===== src/source/lz77_pkg.sv =====
`default_nettype none

/*
  Shared constants and types for the LZ77 match finder.
  Byte and word widths, the minimum match length and the width of
  the byte-count configuration live here, next to the search FSM
  state type. Modules refer to them as lz77_pkg::name.
*/

package lz77_pkg;

  // ----------------------------------------
  // data widths
  // ----------------------------------------
  localparam int DATA_CHN_WD    = 8;
  localparam int BYTES_PER_WORD = 4;
  localparam int DATA_PXL_WD    = DATA_CHN_WD * BYTES_PER_WORD;

  // shortest run worth coding as a match
  localparam int SIZE_LEN_MIN   = 3;

  // job length in bytes
  localparam int CFG_LEN_WD     = 16;

  typedef logic [DATA_CHN_WD-1:0] byte_t;

  // first stream byte in the most significant byte
  typedef logic [DATA_PXL_WD-1:0] word_t;

  // ----------------------------------------
  // search FSM
  // ----------------------------------------
  typedef enum logic [1:0] {
    IDLE = 2'd0,
    WAIT = 2'd1,
    SCH  = 2'd2,
    EMIT = 2'd3
  } sch_state_t;

endpackage

`default_nettype wire

===== src/source/lz77_win_if.sv =====
`timescale 1ns/1ns
`default_nettype none

/*
  Link between the byte buffer and the match search.
  The buffer side publishes the window (nearest byte first), the
  lookahead (oldest byte first) and both fill counts. The search side
  returns the shift command and the clear pulse at job start.
*/

interface lz77_win_if #(
  parameter int WIN_SIZE = 16,
  parameter int LEN_MAX  = 8
);

  localparam int INP_MAX = LEN_MAX + lz77_pkg::BYTES_PER_WORD;
  localparam int CNT_WD  = $clog2(INP_MAX + 1);
  localparam int WCNT_WD = $clog2(WIN_SIZE + 1);
  localparam int LEN_WD  = $clog2(LEN_MAX + 1);

  // buffer contents
  lz77_pkg::byte_t [WIN_SIZE-1:0] win_dat;
  logic [WCNT_WD-1:0]             win_cnt;
  lz77_pkg::byte_t [INP_MAX-1:0]  inp_dat;
  logic [CNT_WD-1:0]              inp_cnt;

  // commands from the search
  logic                           shift_val;
  logic [LEN_WD-1:0]              shift_num;
  logic                           clear;

  modport buf_mp (
    output win_dat, win_cnt, inp_dat, inp_cnt,
    input  shift_val, shift_num, clear
  );

  modport sch_mp (
    input  win_dat, win_cnt, inp_dat, inp_cnt,
    output shift_val, shift_num, clear
  );

endinterface

`default_nettype wire


===== src/source/lz77_top.sv =====
`timescale 1ns/1ns
`default_nettype none

/*
  LZ77 match finder top level.
  Pulse start_i with the job length on cfg_len_i, a non-zero multiple
  of 4. Words are read from an external FIFO with one cycle latency,
  tokens come out on val_o and done_o follows the last one.
*/

module lz77_top #(
  parameter int WIN_SIZE = 16,
  parameter int LEN_MAX  = 8
) (
  input  logic                            clk,
  input  logic                            rstn,
  input  logic [lz77_pkg::CFG_LEN_WD-1:0] cfg_len_i,
  input  logic                            start_i,
  output logic                            done_o,
  output logic                            rd_val_o,
  input  lz77_pkg::word_t                 rd_dat_i,
  output logic                            val_o,
  output logic                            flg_lit_o,
  output lz77_pkg::byte_t                 dat_lit_o,
  output logic [$clog2(LEN_MAX+1)-1:0]    dat_len_o,
  output logic [$clog2(WIN_SIZE+1)-1:0]   dat_dst_o,
  output logic                            flg_lst_o
);

  logic            push_val;
  lz77_pkg::word_t push_dat;
  logic            all_in;
  logic            job_start;

  lz77_win_if #(
    .WIN_SIZE (WIN_SIZE),
    .LEN_MAX  (LEN_MAX)
  ) i_win_if ();

  // FIFO reads into the buffer
  lz77_fetch #(
    .LEN_MAX (LEN_MAX)
  ) i_fetch (
    .clk         (clk),
    .rstn        (rstn),
    .cfg_len_i   (cfg_len_i),
    .job_start_i (job_start),
    .inp_cnt_i   (i_win_if.inp_cnt),
    .rd_val_o    (rd_val_o),
    .rd_dat_i    (rd_dat_i),
    .push_val_o  (push_val),
    .push_dat_o  (push_dat),
    .all_in_o    (all_in)
  );

  lz77_window #(
    .WIN_SIZE (WIN_SIZE),
    .LEN_MAX  (LEN_MAX)
  ) i_window (
    .clk        (clk),
    .rstn       (rstn),
    .push_val_i (push_val),
    .push_dat_i (push_dat),
    .win        (i_win_if.buf_mp)
  );

  lz77_search #(
    .WIN_SIZE (WIN_SIZE),
    .LEN_MAX  (LEN_MAX)
  ) i_search (
    .clk         (clk),
    .rstn        (rstn),
    .start_i     (start_i),
    .all_in_i    (all_in),
    .job_start_o (job_start),
    .win         (i_win_if.sch_mp),
    .val_o       (val_o),
    .flg_lit_o   (flg_lit_o),
    .dat_lit_o   (dat_lit_o),
    .dat_len_o   (dat_len_o),
    .dat_dst_o   (dat_dst_o),
    .flg_lst_o   (flg_lst_o),
    .done_o      (done_o)
  );

endmodule

`default_nettype wire


===== src/source/lz77_search.sv =====
`timescale 1ns/1ns
`default_nettype none

/*
  Greedy match search and token output.
  For each token the FSM waits for enough lookahead, then compares
  one lookahead byte per cycle against every window distance at once.
  The nearest surviving distance of the longest run wins. Short runs
  go out as literals. The token is valid one cycle after EMIT, when
  the buffer shift is issued as well.
*/

module lz77_search #(
  parameter int WIN_SIZE = 16,
  parameter int LEN_MAX  = 8
) (
  input  logic                           clk,
  input  logic                           rstn,
  input  logic                           start_i,
  input  logic                           all_in_i,
  output logic                           job_start_o,
  lz77_win_if.sch_mp                     win,
  output logic                           val_o,
  output logic                           flg_lit_o,
  output lz77_pkg::byte_t                dat_lit_o,
  output logic [$clog2(LEN_MAX+1)-1:0]   dat_len_o,
  output logic [$clog2(WIN_SIZE+1)-1:0]  dat_dst_o,
  output logic                           flg_lst_o,
  output logic                           done_o
);

  localparam int INP_MAX = LEN_MAX + lz77_pkg::BYTES_PER_WORD;
  localparam int CNT_WD  = $clog2(INP_MAX + 1);
  localparam int LEN_WD  = $clog2(LEN_MAX + 1);
  localparam int DST_WD  = $clog2(WIN_SIZE + 1);

  lz77_pkg::sch_state_t state_r;
  lz77_pkg::sch_state_t state_nxt;

  logic [WIN_SIZE-1:0] flg_r;
  logic [WIN_SIZE-1:0] flg_w;
  logic                any_w;
  logic [DST_WD-1:0]   pick_w;
  logic [LEN_WD-1:0]   step_r;
  logic [LEN_WD-1:0]   cap_w;
  logic [LEN_WD-1:0]   best_len_r;
  logic [DST_WD-1:0]   best_dst_r;
  logic                lit_w;
  logic [LEN_WD-1:0]   tok_len_w;
  logic                last_w;
  logic                ready_w;

  assign job_start_o = (state_r == lz77_pkg::IDLE) && start_i;
  assign win.clear   = job_start_o;

  // ----------------------------------------
  // candidate flags
  // ----------------------------------------
  // bit d-1 stands for distance d
  always_comb begin
    flg_w = '0;
    for (int d = 1; d <= WIN_SIZE; d++) begin
      if (flg_r[d-1] && (d > step_r) && (d <= win.win_cnt)) begin
        flg_w[d-1] = (win.win_dat[d - 1 - step_r] == win.inp_dat[step_r]);
      end
    end
  end

  assign any_w = |flg_w;

  // nearest surviving distance
  always_comb begin
    pick_w = '0;
    for (int d = WIN_SIZE; d >= 1; d--) begin
      if (flg_w[d-1]) begin
        pick_w = DST_WD'(d);
      end
    end
  end

  // run length limited by lookahead and LEN_MAX
  assign cap_w = (win.inp_cnt < CNT_WD'(LEN_MAX)) ? LEN_WD'(win.inp_cnt) : LEN_WD'(LEN_MAX);

  // ----------------------------------------
  // token decision
  // ----------------------------------------
  assign lit_w     = best_len_r < LEN_WD'(lz77_pkg::SIZE_LEN_MIN);
  assign tok_len_w = lit_w ? LEN_WD'(1) : best_len_r;
  assign last_w    = all_in_i && (CNT_WD'(tok_len_w) == win.inp_cnt);

  // a pending shift must land before the next search
  assign ready_w = !val_o && ((win.inp_cnt >= CNT_WD'(LEN_MAX)) ||
                              (all_in_i && (win.inp_cnt != '0)));

  always_comb begin
    state_nxt = state_r;
    case (state_r)
      lz77_pkg::IDLE: begin
        if (start_i) state_nxt = lz77_pkg::WAIT;
      end
      lz77_pkg::WAIT: begin
        if (ready_w) state_nxt = lz77_pkg::SCH;
      end
      lz77_pkg::SCH: begin
        // early end when no candidate is left
        if (!any_w || (step_r + 1'b1 == cap_w)) state_nxt = lz77_pkg::EMIT;
      end
      lz77_pkg::EMIT: begin
        state_nxt = last_w ? lz77_pkg::IDLE : lz77_pkg::WAIT;
      end
      default: state_nxt = lz77_pkg::IDLE;
    endcase
  end

  // ----------------------------------------
  // control registers
  // ----------------------------------------
  always_ff @(posedge clk or negedge rstn) begin
    if (!rstn) begin
      state_r    <= lz77_pkg::IDLE;
      flg_r      <= '0;
      step_r     <= '0;
      best_len_r <= '0;
      val_o      <= 1'b0;
      flg_lst_o  <= 1'b0;
      done_o     <= 1'b0;
    end else begin
      state_r   <= state_nxt;
      val_o     <= (state_r == lz77_pkg::EMIT);
      flg_lst_o <= (state_r == lz77_pkg::EMIT) && last_w;
      done_o    <= val_o && flg_lst_o;
      if (state_r == lz77_pkg::WAIT) begin
        // every distance starts as a candidate
        flg_r      <= '1;
        step_r     <= '0;
        best_len_r <= '0;
      end else if (state_r == lz77_pkg::SCH) begin
        flg_r  <= flg_w;
        step_r <= step_r + 1'b1;
        if (any_w) best_len_r <= step_r + 1'b1;
      end
    end
  end

  // ----------------------------------------
  // token payload
  // ----------------------------------------
  always_ff @(posedge clk) begin
    if ((state_r == lz77_pkg::SCH) && any_w) begin
      best_dst_r <= pick_w;
    end
    if (state_r == lz77_pkg::EMIT) begin
      flg_lit_o <= lit_w;
      dat_lit_o <= win.inp_dat[0];
      dat_len_o <= tok_len_w;
      dat_dst_o <= lit_w ? '0 : best_dst_r;
    end
  end

  // shift goes out together with the token
  assign win.shift_val = val_o;
  assign win.shift_num = dat_len_o;

  // ----------------------------------------
  // checks
  // ----------------------------------------
  a_len_nonzero: assert property (
    @(posedge clk) disable iff (!rstn)
    val_o |-> dat_len_o >= LEN_WD'(1)
  ) else $error("search: token with zero length");

  a_dst_covers_len: assert property (
    @(posedge clk) disable iff (!rstn)
    (val_o && !flg_lit_o) |-> DST_WD'(dat_len_o) <= dat_dst_o
  ) else $error("search: match source overlaps the lookahead");

endmodule

`default_nettype wire


===== src/source/lz77_window.sv =====
`timescale 1ns/1ns
`default_nettype none

/*
  Byte buffer holding the sliding window and the lookahead.
  Both live in one byte shift register: the window below the
  boundary, the lookahead above it. A shift moves consumed lookahead
  bytes into the window, and a push appends one FIFO word behind the
  valid lookahead. Both may happen in the same cycle.
*/

module lz77_window #(
  parameter int WIN_SIZE = 16,
  parameter int LEN_MAX  = 8
) (
  input  logic            clk,
  input  logic            rstn,
  input  logic            push_val_i,
  input  lz77_pkg::word_t push_dat_i,
  lz77_win_if.buf_mp      win
);

  localparam int INP_MAX = LEN_MAX + lz77_pkg::BYTES_PER_WORD;
  localparam int ALL_MAX = WIN_SIZE + INP_MAX;
  localparam int CNT_WD  = $clog2(INP_MAX + 1);
  localparam int WCNT_WD = $clog2(WIN_SIZE + 1);
  localparam int CHN_WD  = lz77_pkg::DATA_CHN_WD;

  // index WIN_SIZE-1 is the nearest window byte, WIN_SIZE the oldest lookahead
  lz77_pkg::byte_t [ALL_MAX-1:0] all_r;
  lz77_pkg::byte_t [ALL_MAX-1:0] all_nxt;

  logic [CNT_WD-1:0]  inp_cnt_r;
  logic [CNT_WD-1:0]  base_w;
  logic [WCNT_WD-1:0] win_cnt_r;
  logic [WCNT_WD:0]   win_sum_w;

  // ----------------------------------------
  // next buffer contents
  // ----------------------------------------
  // lookahead bytes left after this cycle's shift
  always_comb begin
    if (win.clear) begin
      base_w = '0;
    end else if (win.shift_val) begin
      base_w = inp_cnt_r - CNT_WD'(win.shift_num);
    end else begin
      base_w = inp_cnt_r;
    end
  end

  always_comb begin
    all_nxt = all_r;
    if (win.shift_val) begin
      all_nxt = all_r >> (win.shift_num * CHN_WD);
    end
    // new word lands right behind the remaining lookahead
    if (push_val_i) begin
      for (int b = 0; b < lz77_pkg::BYTES_PER_WORD; b++) begin
        all_nxt[WIN_SIZE + base_w + b] =
          push_dat_i[lz77_pkg::DATA_PXL_WD - 1 - b * CHN_WD -: CHN_WD];
      end
    end
  end

  always_ff @(posedge clk) begin
    all_r <= all_nxt;
  end

  // ----------------------------------------
  // fill counts
  // ----------------------------------------
  assign win_sum_w = win_cnt_r + win.shift_num;

  always_ff @(posedge clk or negedge rstn) begin
    if (!rstn) begin
      inp_cnt_r <= '0;
      win_cnt_r <= '0;
    end else begin
      inp_cnt_r <= base_w + (push_val_i ? CNT_WD'(lz77_pkg::BYTES_PER_WORD) : '0);
      if (win.clear) begin
        win_cnt_r <= '0;
      end else if (win.shift_val) begin
        // window saturates once full
        if (win_sum_w > WIN_SIZE) begin
          win_cnt_r <= WCNT_WD'(WIN_SIZE);
        end else begin
          win_cnt_r <= win_sum_w[WCNT_WD-1:0];
        end
      end
    end
  end

  // ----------------------------------------
  // views for the search
  // ----------------------------------------
  for (genvar k = 0; k < WIN_SIZE; k++) begin : g_win
    assign win.win_dat[k] = all_r[WIN_SIZE - 1 - k];
  end

  for (genvar j = 0; j < INP_MAX; j++) begin : g_inp
    assign win.inp_dat[j] = all_r[WIN_SIZE + j];
  end

  assign win.win_cnt = win_cnt_r;
  assign win.inp_cnt = inp_cnt_r;

  // ----------------------------------------
  // checks
  // ----------------------------------------
  a_shift_in_range: assert property (
    @(posedge clk) disable iff (!rstn)
    win.shift_val |-> CNT_WD'(win.shift_num) <= inp_cnt_r
  ) else $error("window: shift of more bytes than the lookahead holds");

  // relies on the read throttle in fetch
  a_inp_bound: assert property (
    @(posedge clk) disable iff (!rstn)
    inp_cnt_r <= CNT_WD'(INP_MAX)
  ) else $error("window: lookahead overflow");

endmodule

`default_nettype wire


===== src/source/lz77_fetch.sv =====
`timescale 1ns/1ns
`default_nettype none

/*
  Reads the input stream from the external FIFO.
  A read strobe goes out while words of the job remain and the
  lookahead has room for one more word. The FIFO answers one cycle
  later and the word is pushed into the buffer in that cycle.
  all_in_o rises once the last word of the job has landed.
*/

module lz77_fetch #(
  parameter int LEN_MAX = 8
) (
  input  logic                                                    clk,
  input  logic                                                    rstn,
  input  logic [lz77_pkg::CFG_LEN_WD-1:0]                         cfg_len_i,
  input  logic                                                    job_start_i,
  input  logic [$clog2(LEN_MAX + lz77_pkg::BYTES_PER_WORD + 1)-1:0] inp_cnt_i,
  output logic                                                    rd_val_o,
  input  lz77_pkg::word_t                                         rd_dat_i,
  output logic                                                    push_val_o,
  output lz77_pkg::word_t                                         push_dat_o,
  output logic                                                    all_in_o
);

  localparam int CNT_WD = $clog2(LEN_MAX + lz77_pkg::BYTES_PER_WORD + 1);
  localparam int BPW_SH = $clog2(lz77_pkg::BYTES_PER_WORD);
  localparam int WRD_WD = lz77_pkg::CFG_LEN_WD - BPW_SH;
  localparam int OCC_WD = CNT_WD + 2;

  logic [WRD_WD-1:0] words_left_r;
  logic              active_r;
  logic [OCC_WD-1:0] occ_w;
  logic              rd_go_w;

  // ----------------------------------------
  // read gating
  // ----------------------------------------
  // lookahead bytes plus words already strobed or being pushed
  assign occ_w = OCC_WD'(inp_cnt_i)
               + (rd_val_o   ? OCC_WD'(lz77_pkg::BYTES_PER_WORD) : '0)
               + (push_val_o ? OCC_WD'(lz77_pkg::BYTES_PER_WORD) : '0);

  assign rd_go_w = !job_start_i && (words_left_r != '0) && (occ_w <= OCC_WD'(LEN_MAX));

  always_ff @(posedge clk or negedge rstn) begin
    if (!rstn) begin
      words_left_r <= '0;
      active_r     <= 1'b0;
      rd_val_o     <= 1'b0;
      push_val_o   <= 1'b0;
    end else begin
      rd_val_o   <= rd_go_w;
      push_val_o <= rd_val_o;
      if (job_start_i) begin
        words_left_r <= WRD_WD'(cfg_len_i >> BPW_SH);
        active_r     <= 1'b1;
      end else if (rd_go_w) begin
        words_left_r <= words_left_r - 1'b1;
      end
    end
  end

  // FIFO data arrives with the push
  assign push_dat_o = rd_dat_i;

  // nothing left to read and nothing in flight
  assign all_in_o = active_r && (words_left_r == '0) && !rd_val_o && !push_val_o;

  // ----------------------------------------
  // checks
  // ----------------------------------------
  a_rd_words_left: assert property (
    @(posedge clk) disable iff (!rstn)
    rd_val_o |-> $past(words_left_r) != '0
  ) else $error("fetch: read strobe with no words left");

endmodule

`default_nettype wire


===== config.mk =====
export PLATFORM = sky130hd
export DESIGN_NAME = lz77_top
export DESIGN_NICKNAME = d
export VERILOG_FILES = /design/src/source/lz77_pkg.sv /design/src/source/lz77_win_if.sv /design/src/source/lz77_top.sv /design/src/source/lz77_search.sv /design/src/source/lz77_window.sv /design/src/source/lz77_fetch.sv
export SDC_FILE = /design/constraint.sdc
export NUM_CORES = 2
export LEC_CHECK = 0
export BUFFER_PORTS_ARGS = -buffer_cell sky130_fd_sc_hd__buf_2
export CORE_MARGIN = 2
export CORE_UTILIZATION = 40
export DETAILED_ROUTE_END_ITERATION = 10
export RECOVER_POWER = 50
export SYNTH_ARGS = -nofsm -noshare
export SYNTH_HDL_FRONTEND = slang
export SYNTH_SLANG_ARGS = --single-unit

===== constraint.sdc =====
create_clock -name clk -period 5.2 [get_ports clk]
set_input_delay 1.04 -clock clk [delete_from_list [all_inputs] [get_ports clk]]
set_output_delay 1.04 -clock clk [all_outputs]
set_load 0.1 [all_outputs]

* Word-level counts from Yosys, hierarchy flattened *
Cells that the tools add are included.

word-level totals
  word-level logic and storage cells = 333
  output and inout bits = 22
  input bits = 51
  register bits after elaboration = 302

operators by class
  equality and inequality tests = 24
  order comparisons = 61
  mux-type cells = 103
  shifts and indexed selects = 1
  $add $sub $neg = 27
  reduce and logical (&&, ||, !) cells = 68

operators with widths
  operator               count
  $bwmux 224             4
  $bmux 8 s4             17
  $lt 32x5->1 const B    16
  $mux 224               2
  $shr 224x7->224        1
  $mux 8                 21
  $demux 8 s5            4
  $eq 8x8->1             16
  $ge 32x1->1 const B    4
  $lt 32x6->1 const B    4
  $mux 4                 17
  $add 32x2->32 const B  2
  $logic_and 1x1->1      47
  $le 4x5->1 const A     8
  $sub 4x4->5 const A    8
  $add 32x1->32 const B  1
  $gt 4x4->1 const A     8
  $mux 16                2
  $mux 14                2
  $mux 3                 7
  $le 3x5->1 const A     4
  $mux 5                 4
  $sub 3x4->5 const A    4
  $mux 1                 17
  other kinds (42)       64

* Depth between registers and ports, before layout *
  depth in word-level cells = 20
  mapped depth = 23
  depth with buffers taken out = 18

* Modules after synthesis *
A second synthesis with hierarchy kept.

second synthesis, totals
  cell total of the unflattened synthesis = 3,964
  area, all modules = 35,298.9 um^2

by module, submodules not included
  module       instances  area an instance (um^2)  cells each  seq. area each (um^2)
  lz77_window  1          22,323.9                 2,822       4,709.5
  lz77_search  1          11,633.7                 999         1,416.4
  lz77_fetch   1          1,341.3                  143         425.4

* Least setup slack after synthesis *
OpenSTA, ideal clock, no wires.

  path type = flip-flop to flip-flop
  start point = register i_search.dat_len_o[1]
  end point = register i_window.all_r (netlist bit i_window.win.inp_dat[80])
  data required time = 5.056 ns
  data arrival time = 5.795 ns
  cell stages (with the launch flop) = 19
  slack = -0.739 ns
  clock period less this slack = 5.939 ns
  setup time = 0.144 ns
  path buffers = 5
  path through = edfxtp_1 -> inv_1 -> clkbuf_1 -> buf_1 -> clkbuf_1 -> buf_1 -> fa_1 -> mux2_2 -> nand2_1 -> clkinv_1 -> ha_1 -> ha_1 -> inv_1 -> nand3_1 -> a2111oi_1 -> or2_2 -> clkbuf_1 -> a211o_1 -> a31oi_1

RTL lines
  element                 RTL line            RTL
  start, declared         lz77_search.sv:26   output logic [$clog2(LEN_MAX+1)-1:0] dat_len_o,
  start signal, assigned  lz77_search.sv:155  dat_len_o <= tok_len_w;
  end signal, assigned    lz77_window.sv:67   all_r <= all_nxt;
  end, declared           lz77_window.sv:30   lz77_pkg::byte_t [ALL_MAX-1:0] all_r;

==> run_results.csv <==
group,metric,value,unit
outcome,status,"complete, but fails checks",
outcome,violations,"max-capacitance violations, max-slew violations",
sta,total_of_endpoints_with_negative_setup_slack_in_the_final_report,0,
global_route,grt_first_pass_wirelength,220700,um
critical_path,regToRegEndpoint,"i_window.win.inp_dat[4]",
clock_tree,cts_hold_buffers,0,
final_layout,finish.net_count,3926,
floorplanning,placement_rows,108,
logic_synthesis,syn_nets,4041,
logic_synthesis,synth_area_per_cell,8.798,um2
sta,hold_ws,0.4624,ns
sta,slew-limit-headroom,-116.5,%
clock_tree,htreeDepth,2,
final_layout,mostFrequentLayoutCells,"sky130_fd_sc_hd__mux2i_1 (390), sky130_fd_sc_hd__nor2_1 (345), sky130_fd_sc_hd__nand2_1 (340), sky130_fd_sc_hd__mux4_2 (317), sky130_fd_sc_hd__a21oi_1 (288)",
final_layout,num-fill-cells,8643,
critical_path,start_kind,"register",
final_layout,flow.area_growth_from_synthesis,8.497,%
detailed_routing,via_count,34790,
job,max_cap_viol_count,4,
final_layout,layout.cells.most_common,"sky130_fd_sc_hd__mux2i_1",
sta,maxSlewViolCount,210,
critical_path,critical_path.endpoint_type,"register",
global_route,antenna_violations_before_repair,4,
clock_tree,numClockSinks,302,
sta,fmax,199.7,MHz
logic_synthesis,synth_cell_types,91,
critical_path,worstPathArrival,5.54,ns
sta,post-route-min-period,5.008,ns
critical_path,timing.reg2reg.worst_path_depth,8,
clock_tree,ctsRootBufferMaster,"sky130_fd_sc_hd__clkbuf_16",
sta,fin_skew,0.04483,ns
floorplanning,floorplan.die.height,298.8,um
pwr,leakagePower,13.47,nW
clock_tree,cts_tree,"done",
logic_synthesis,netlist_area,34750,um2
pwr,irDropWorstVdd,212.4,uV
global_route,grt-ovfl-total,0,
clock_tree,maximum_clock_insertion_buffer_count,3,
worst_hold_path,hold-path-cell-count,1,
logic_synthesis,ys_async_sr_fraction,18.21,%
sta,hold_viol,0,
sta,timing.final.crit_share,96.31,%
critical_path,crit_path_class,"register to register",
detailed_routing,routed_wl,151500,um
placement,count_of_input_and_output_buffers,70,
critical_path,setup.worst_path.end,"i_window.win.inp_dat[4]",
pwr,power.density_cell_area,146.0,nW/um2
global_route,grt_max_degree,126,
critical_path,critPathLaunch,"i_search.dat_len_o[1]",
sta,setup_repair_after_global_routing_missed_its_margin,"no",
detailed_routing,antenna_violating_nets_post_route,0,
detailed_routing,drc_errors,0,
logic_synthesis,synth-edff-count,23,
worst_hold_path,timing.hold.worst.class,"register to register",
critical_path,timing.rr.start,"i_search.dat_len_o[1]",
floorplanning,core_region_area,86480,um2
global_route,first_global_vias,31540,
detailed_routing,drtPass1Iterations,8,
floorplanning,ios,73,
logic_synthesis,synth-main-ff-cell,"sky130_fd_sc_hd__dfxtp_1",
placement,dpl.hpwl,111800,um
clock_tree,cts_resized,0,
placement,place.gp.congestion,1.058,
floorplanning,die-width,298.8,um
detailed_routing,wire_per_inst,30.16,um
global_route,grt_util_overall,32.87,%
floorplanning,initial_utilization,40.18,%
detailed_routing,drt_iter0_drc,4847,
clock_tree,worst_skew_pair.late_latency,0.62,ns
detailed_routing,route.detailed.vias_per_inst,6.927,
logic_synthesis,synth_cells,3950,
floorplanning,floorplan.die_area,89250,um2
critical_path,timing.reg2reg.setup_slack,0.19,ns
pwr,total_power,5.506,mW
final_layout,layout-drive-gt1-share,18.64,%
logic_synthesis,yosys_warnings,0,
logic_synthesis,synth_sequential_area_ratio,18.85,%
logic_synthesis,synth_seq_cells,302,
sta,worstMarginPinSlew,3.248,ns
clock_tree,tritoncts.num_buffers,40,
critical_path,crit_path_max_fanout,125,
clock_tree,clk_pin_slew_worst_paths,0.06,ns
critical_path,crit_required,5.73,ns
final cells by class:
type | instances | area, um2 | share of cell area [%]
Inverter | 49 | 195.2 | 0.5177
Clock inverter | 19 | 216.5 | 0.5741
Multi-Input combinational cell | 3201 | 26450 | 70.16
Tap cell | 1155 | 1445 | 3.833
Antenna cell | 1 | 2.502 | 0.006637
Timing Repair Buffer | 241 | 1719 | 4.560
Sequential cell | 302 | 6566 | 17.42
Clock buffer | 55 | 1107 | 2.937
synthesized netlist by cell type (9+ instances only):
| cell | n | area [um2] |
|---|---|---|
| sky130_fd_sc_hd__edfxtp_1 | 23 | 690.7 |
| sky130_fd_sc_hd__buf_1 | 74 | 277.8 |
| sky130_fd_sc_hd__buf_6 | 12 | 135.1 |
| sky130_fd_sc_hd__nand2_1 | 342 | 1284 |
| sky130_fd_sc_hd__a211oi_1 | 116 | 870.8 |
| sky130_fd_sc_hd__o21ai_0 | 196 | 980.9 |
| sky130_fd_sc_hd__dfrtp_1 | 55 | 1376 |
| sky130_fd_sc_hd__a211o_1 | 25 | 219.0 |
| sky130_fd_sc_hd__and3_1 | 41 | 256.5 |
| sky130_fd_sc_hd__or3_1 | 21 | 131.4 |
| sky130_fd_sc_hd__nand2b_1 | 35 | 219.0 |
| sky130_fd_sc_hd__nand4_1 | 28 | 175.2 |
| sky130_fd_sc_hd__a22oi_1 | 75 | 563.0 |
| sky130_fd_sc_hd__o21ai_1 | 20 | 100.1 |
| sky130_fd_sc_hd__a21oi_1 | 288 | 1441 |
| sky130_fd_sc_hd__a221o_1 | 17 | 170.2 |
| sky130_fd_sc_hd__buf_2 | 33 | 165.2 |
| sky130_fd_sc_hd__a21o_1 | 26 | 195.2 |
| sky130_fd_sc_hd__xor2_1 | 43 | 376.6 |
| sky130_fd_sc_hd__nand3_1 | 73 | 365.4 |
| sky130_fd_sc_hd__buf_4 | 10 | 75.07 |
| sky130_fd_sc_hd__o22ai_1 | 69 | 431.7 |
| sky130_fd_sc_hd__o22a_1 | 9 | 78.83 |
| sky130_fd_sc_hd__and2_1 | 46 | 287.8 |
| sky130_fd_sc_hd__mux2_2 | 89 | 1002 |
| sky130_fd_sc_hd__o21a_1 | 18 | 135.1 |
| sky130_fd_sc_hd__dfxtp_1 | 224 | 4484 |
| sky130_fd_sc_hd__nor2_1 | 345 | 1295 |
| sky130_fd_sc_hd__a311oi_1 | 25 | 219.0 |
| sky130_fd_sc_hd__xnor2_1 | 84 | 735.7 |
| sky130_fd_sc_hd__o2bb2ai_1 | 52 | 455.4 |
| sky130_fd_sc_hd__inv_1 | 43 | 161.4 |
| sky130_fd_sc_hd__mux4_2 | 317 | 7139 |
| sky130_fd_sc_hd__nor4_1 | 20 | 125.1 |
| sky130_fd_sc_hd__mux2i_1 | 390 | 3904 |
| sky130_fd_sc_hd__o211ai_1 | 46 | 345.3 |
| sky130_fd_sc_hd__ha_1 | 37 | 462.9 |
| sky130_fd_sc_hd__o221ai_1 | 24 | 210.2 |
| sky130_fd_sc_hd__a221oi_1 | 25 | 219.0 |
| sky130_fd_sc_hd__nor2b_1 | 56 | 350.3 |
| sky130_fd_sc_hd__a31oi_1 | 46 | 287.8 |
| sky130_fd_sc_hd__o2111ai_1 | 19 | 166.4 |
| sky130_fd_sc_hd__clkbuf_1 | 267 | 1002 |
| sky130_fd_sc_hd__nor3_1 | 44 | 220.2 |
per-layer routing:
layer | share of wire (%) | global-route usage [%] | wire length, um | up-vias
li1 | - | - | - | 15020
met4 | 7.0 | 19.89 | 10630 | 6
met1 | 39 | 44.60 | 59810 | 16940
met2 | 43 | 48.49 | 64810 | 2373
met3 | 11 | 6.281 | 16190 | 461
met5 | 0.024 | 0 | 37 | -
how the worst min path moves through the flow:
stage / from / end / slack (ns)
global route: i_fetch.rd_val_o / i_fetch.push_val_o / 0.49
global placement: i_fetch.active_r / i_fetch.active_r / 0.44
CTS: i_fetch.active_r / i_fetch.active_r / 0.46
floorplan: i_fetch.active_r / i_fetch.active_r / 0.43
detailed placement: i_fetch.rd_val_o / i_fetch.push_val_o / 0.45
finish: i_fetch.active_r / i_fetch.active_r / 0.46
cells by family (layout without fill, tap and decap cells):
family,count (synthesis),after routing,share of synthesized area [%]
and+or+nand+nor,1093,1093,14.59
DFF,302,302,18.85
adders and majority gates,40,40,1.505
other,0,1,0
xor gates and xnor gates,130,130,3.359
muxes,796,796,34.66
AOI/OAI and AO/OA,1142,1142,21.64
buffers and inverters,447,364,5.394
timing repair:
item	CTS	global route
setup endpoints to repair	0	4
buffers inserted	0	1
hold endpoints to repair	0	0
stage by stage:
step                util (%)  TNS, ns  cell area [um2]  worst slack (ns)  std cells
global route           43.59        0            37700            0.1055       5022
detailed placement     42.17        0            36470            0.3979       4947
finish                 43.60        0            37700            0.1918       5023
CTS                    43.70        0            37800            0.3794       5021
floorplan                  -  -0.2017            34810          -0.02284       3950
global placement       42.17        0            36470            0.4552       4947
worst max-delay path, cell delays in order (launching register included):
cell                        delay, ns
sky130_fd_sc_hd__edfxtp_1        0.41
sky130_fd_sc_hd__clkbuf_4        1.32
sky130_fd_sc_hd__clkbuf_2        0.95
sky130_fd_sc_hd__o21ai_0         0.41
sky130_fd_sc_hd__o221ai_1        0.67
sky130_fd_sc_hd__o21ai_0         0.37
sky130_fd_sc_hd__a22oi_1         0.27
sky130_fd_sc_hd__o2111ai_1       0.12
sky130_fd_sc_hd__o211ai_1        0.25
power by group:
| group | internal (mW) | switching, mW |
|---|---|---|
| clock | 1.66 | 1.27 |
| combinational | 0.0524 | 0.163 |
| sequential | 2.35 | 0.00993 |
registers in the layout, summed over array words and instances (netlist names), 2 cells and up:
| name | flops |
|---|---|
| i_search.flg_r | 16 |
| i_search.step_r | 4 |
| i_search.best_dst_r | 5 |
| i_window.win.win_dat | 128 |
| i_search.best_len_r | 4 |
| i_search.dat_len_o | 4 |
| i_window.win.inp_cnt | 4 |
| i_window.win.inp_dat | 96 |
| i_search.state_r | 2 |
| i_search.dat_dst_o | 5 |
| i_fetch.words_left_r | 14 |
| i_window.win.win_cnt | 5 |
| i_search.dat_lit_o | 8 |
(Power assumes the default switching activity.)
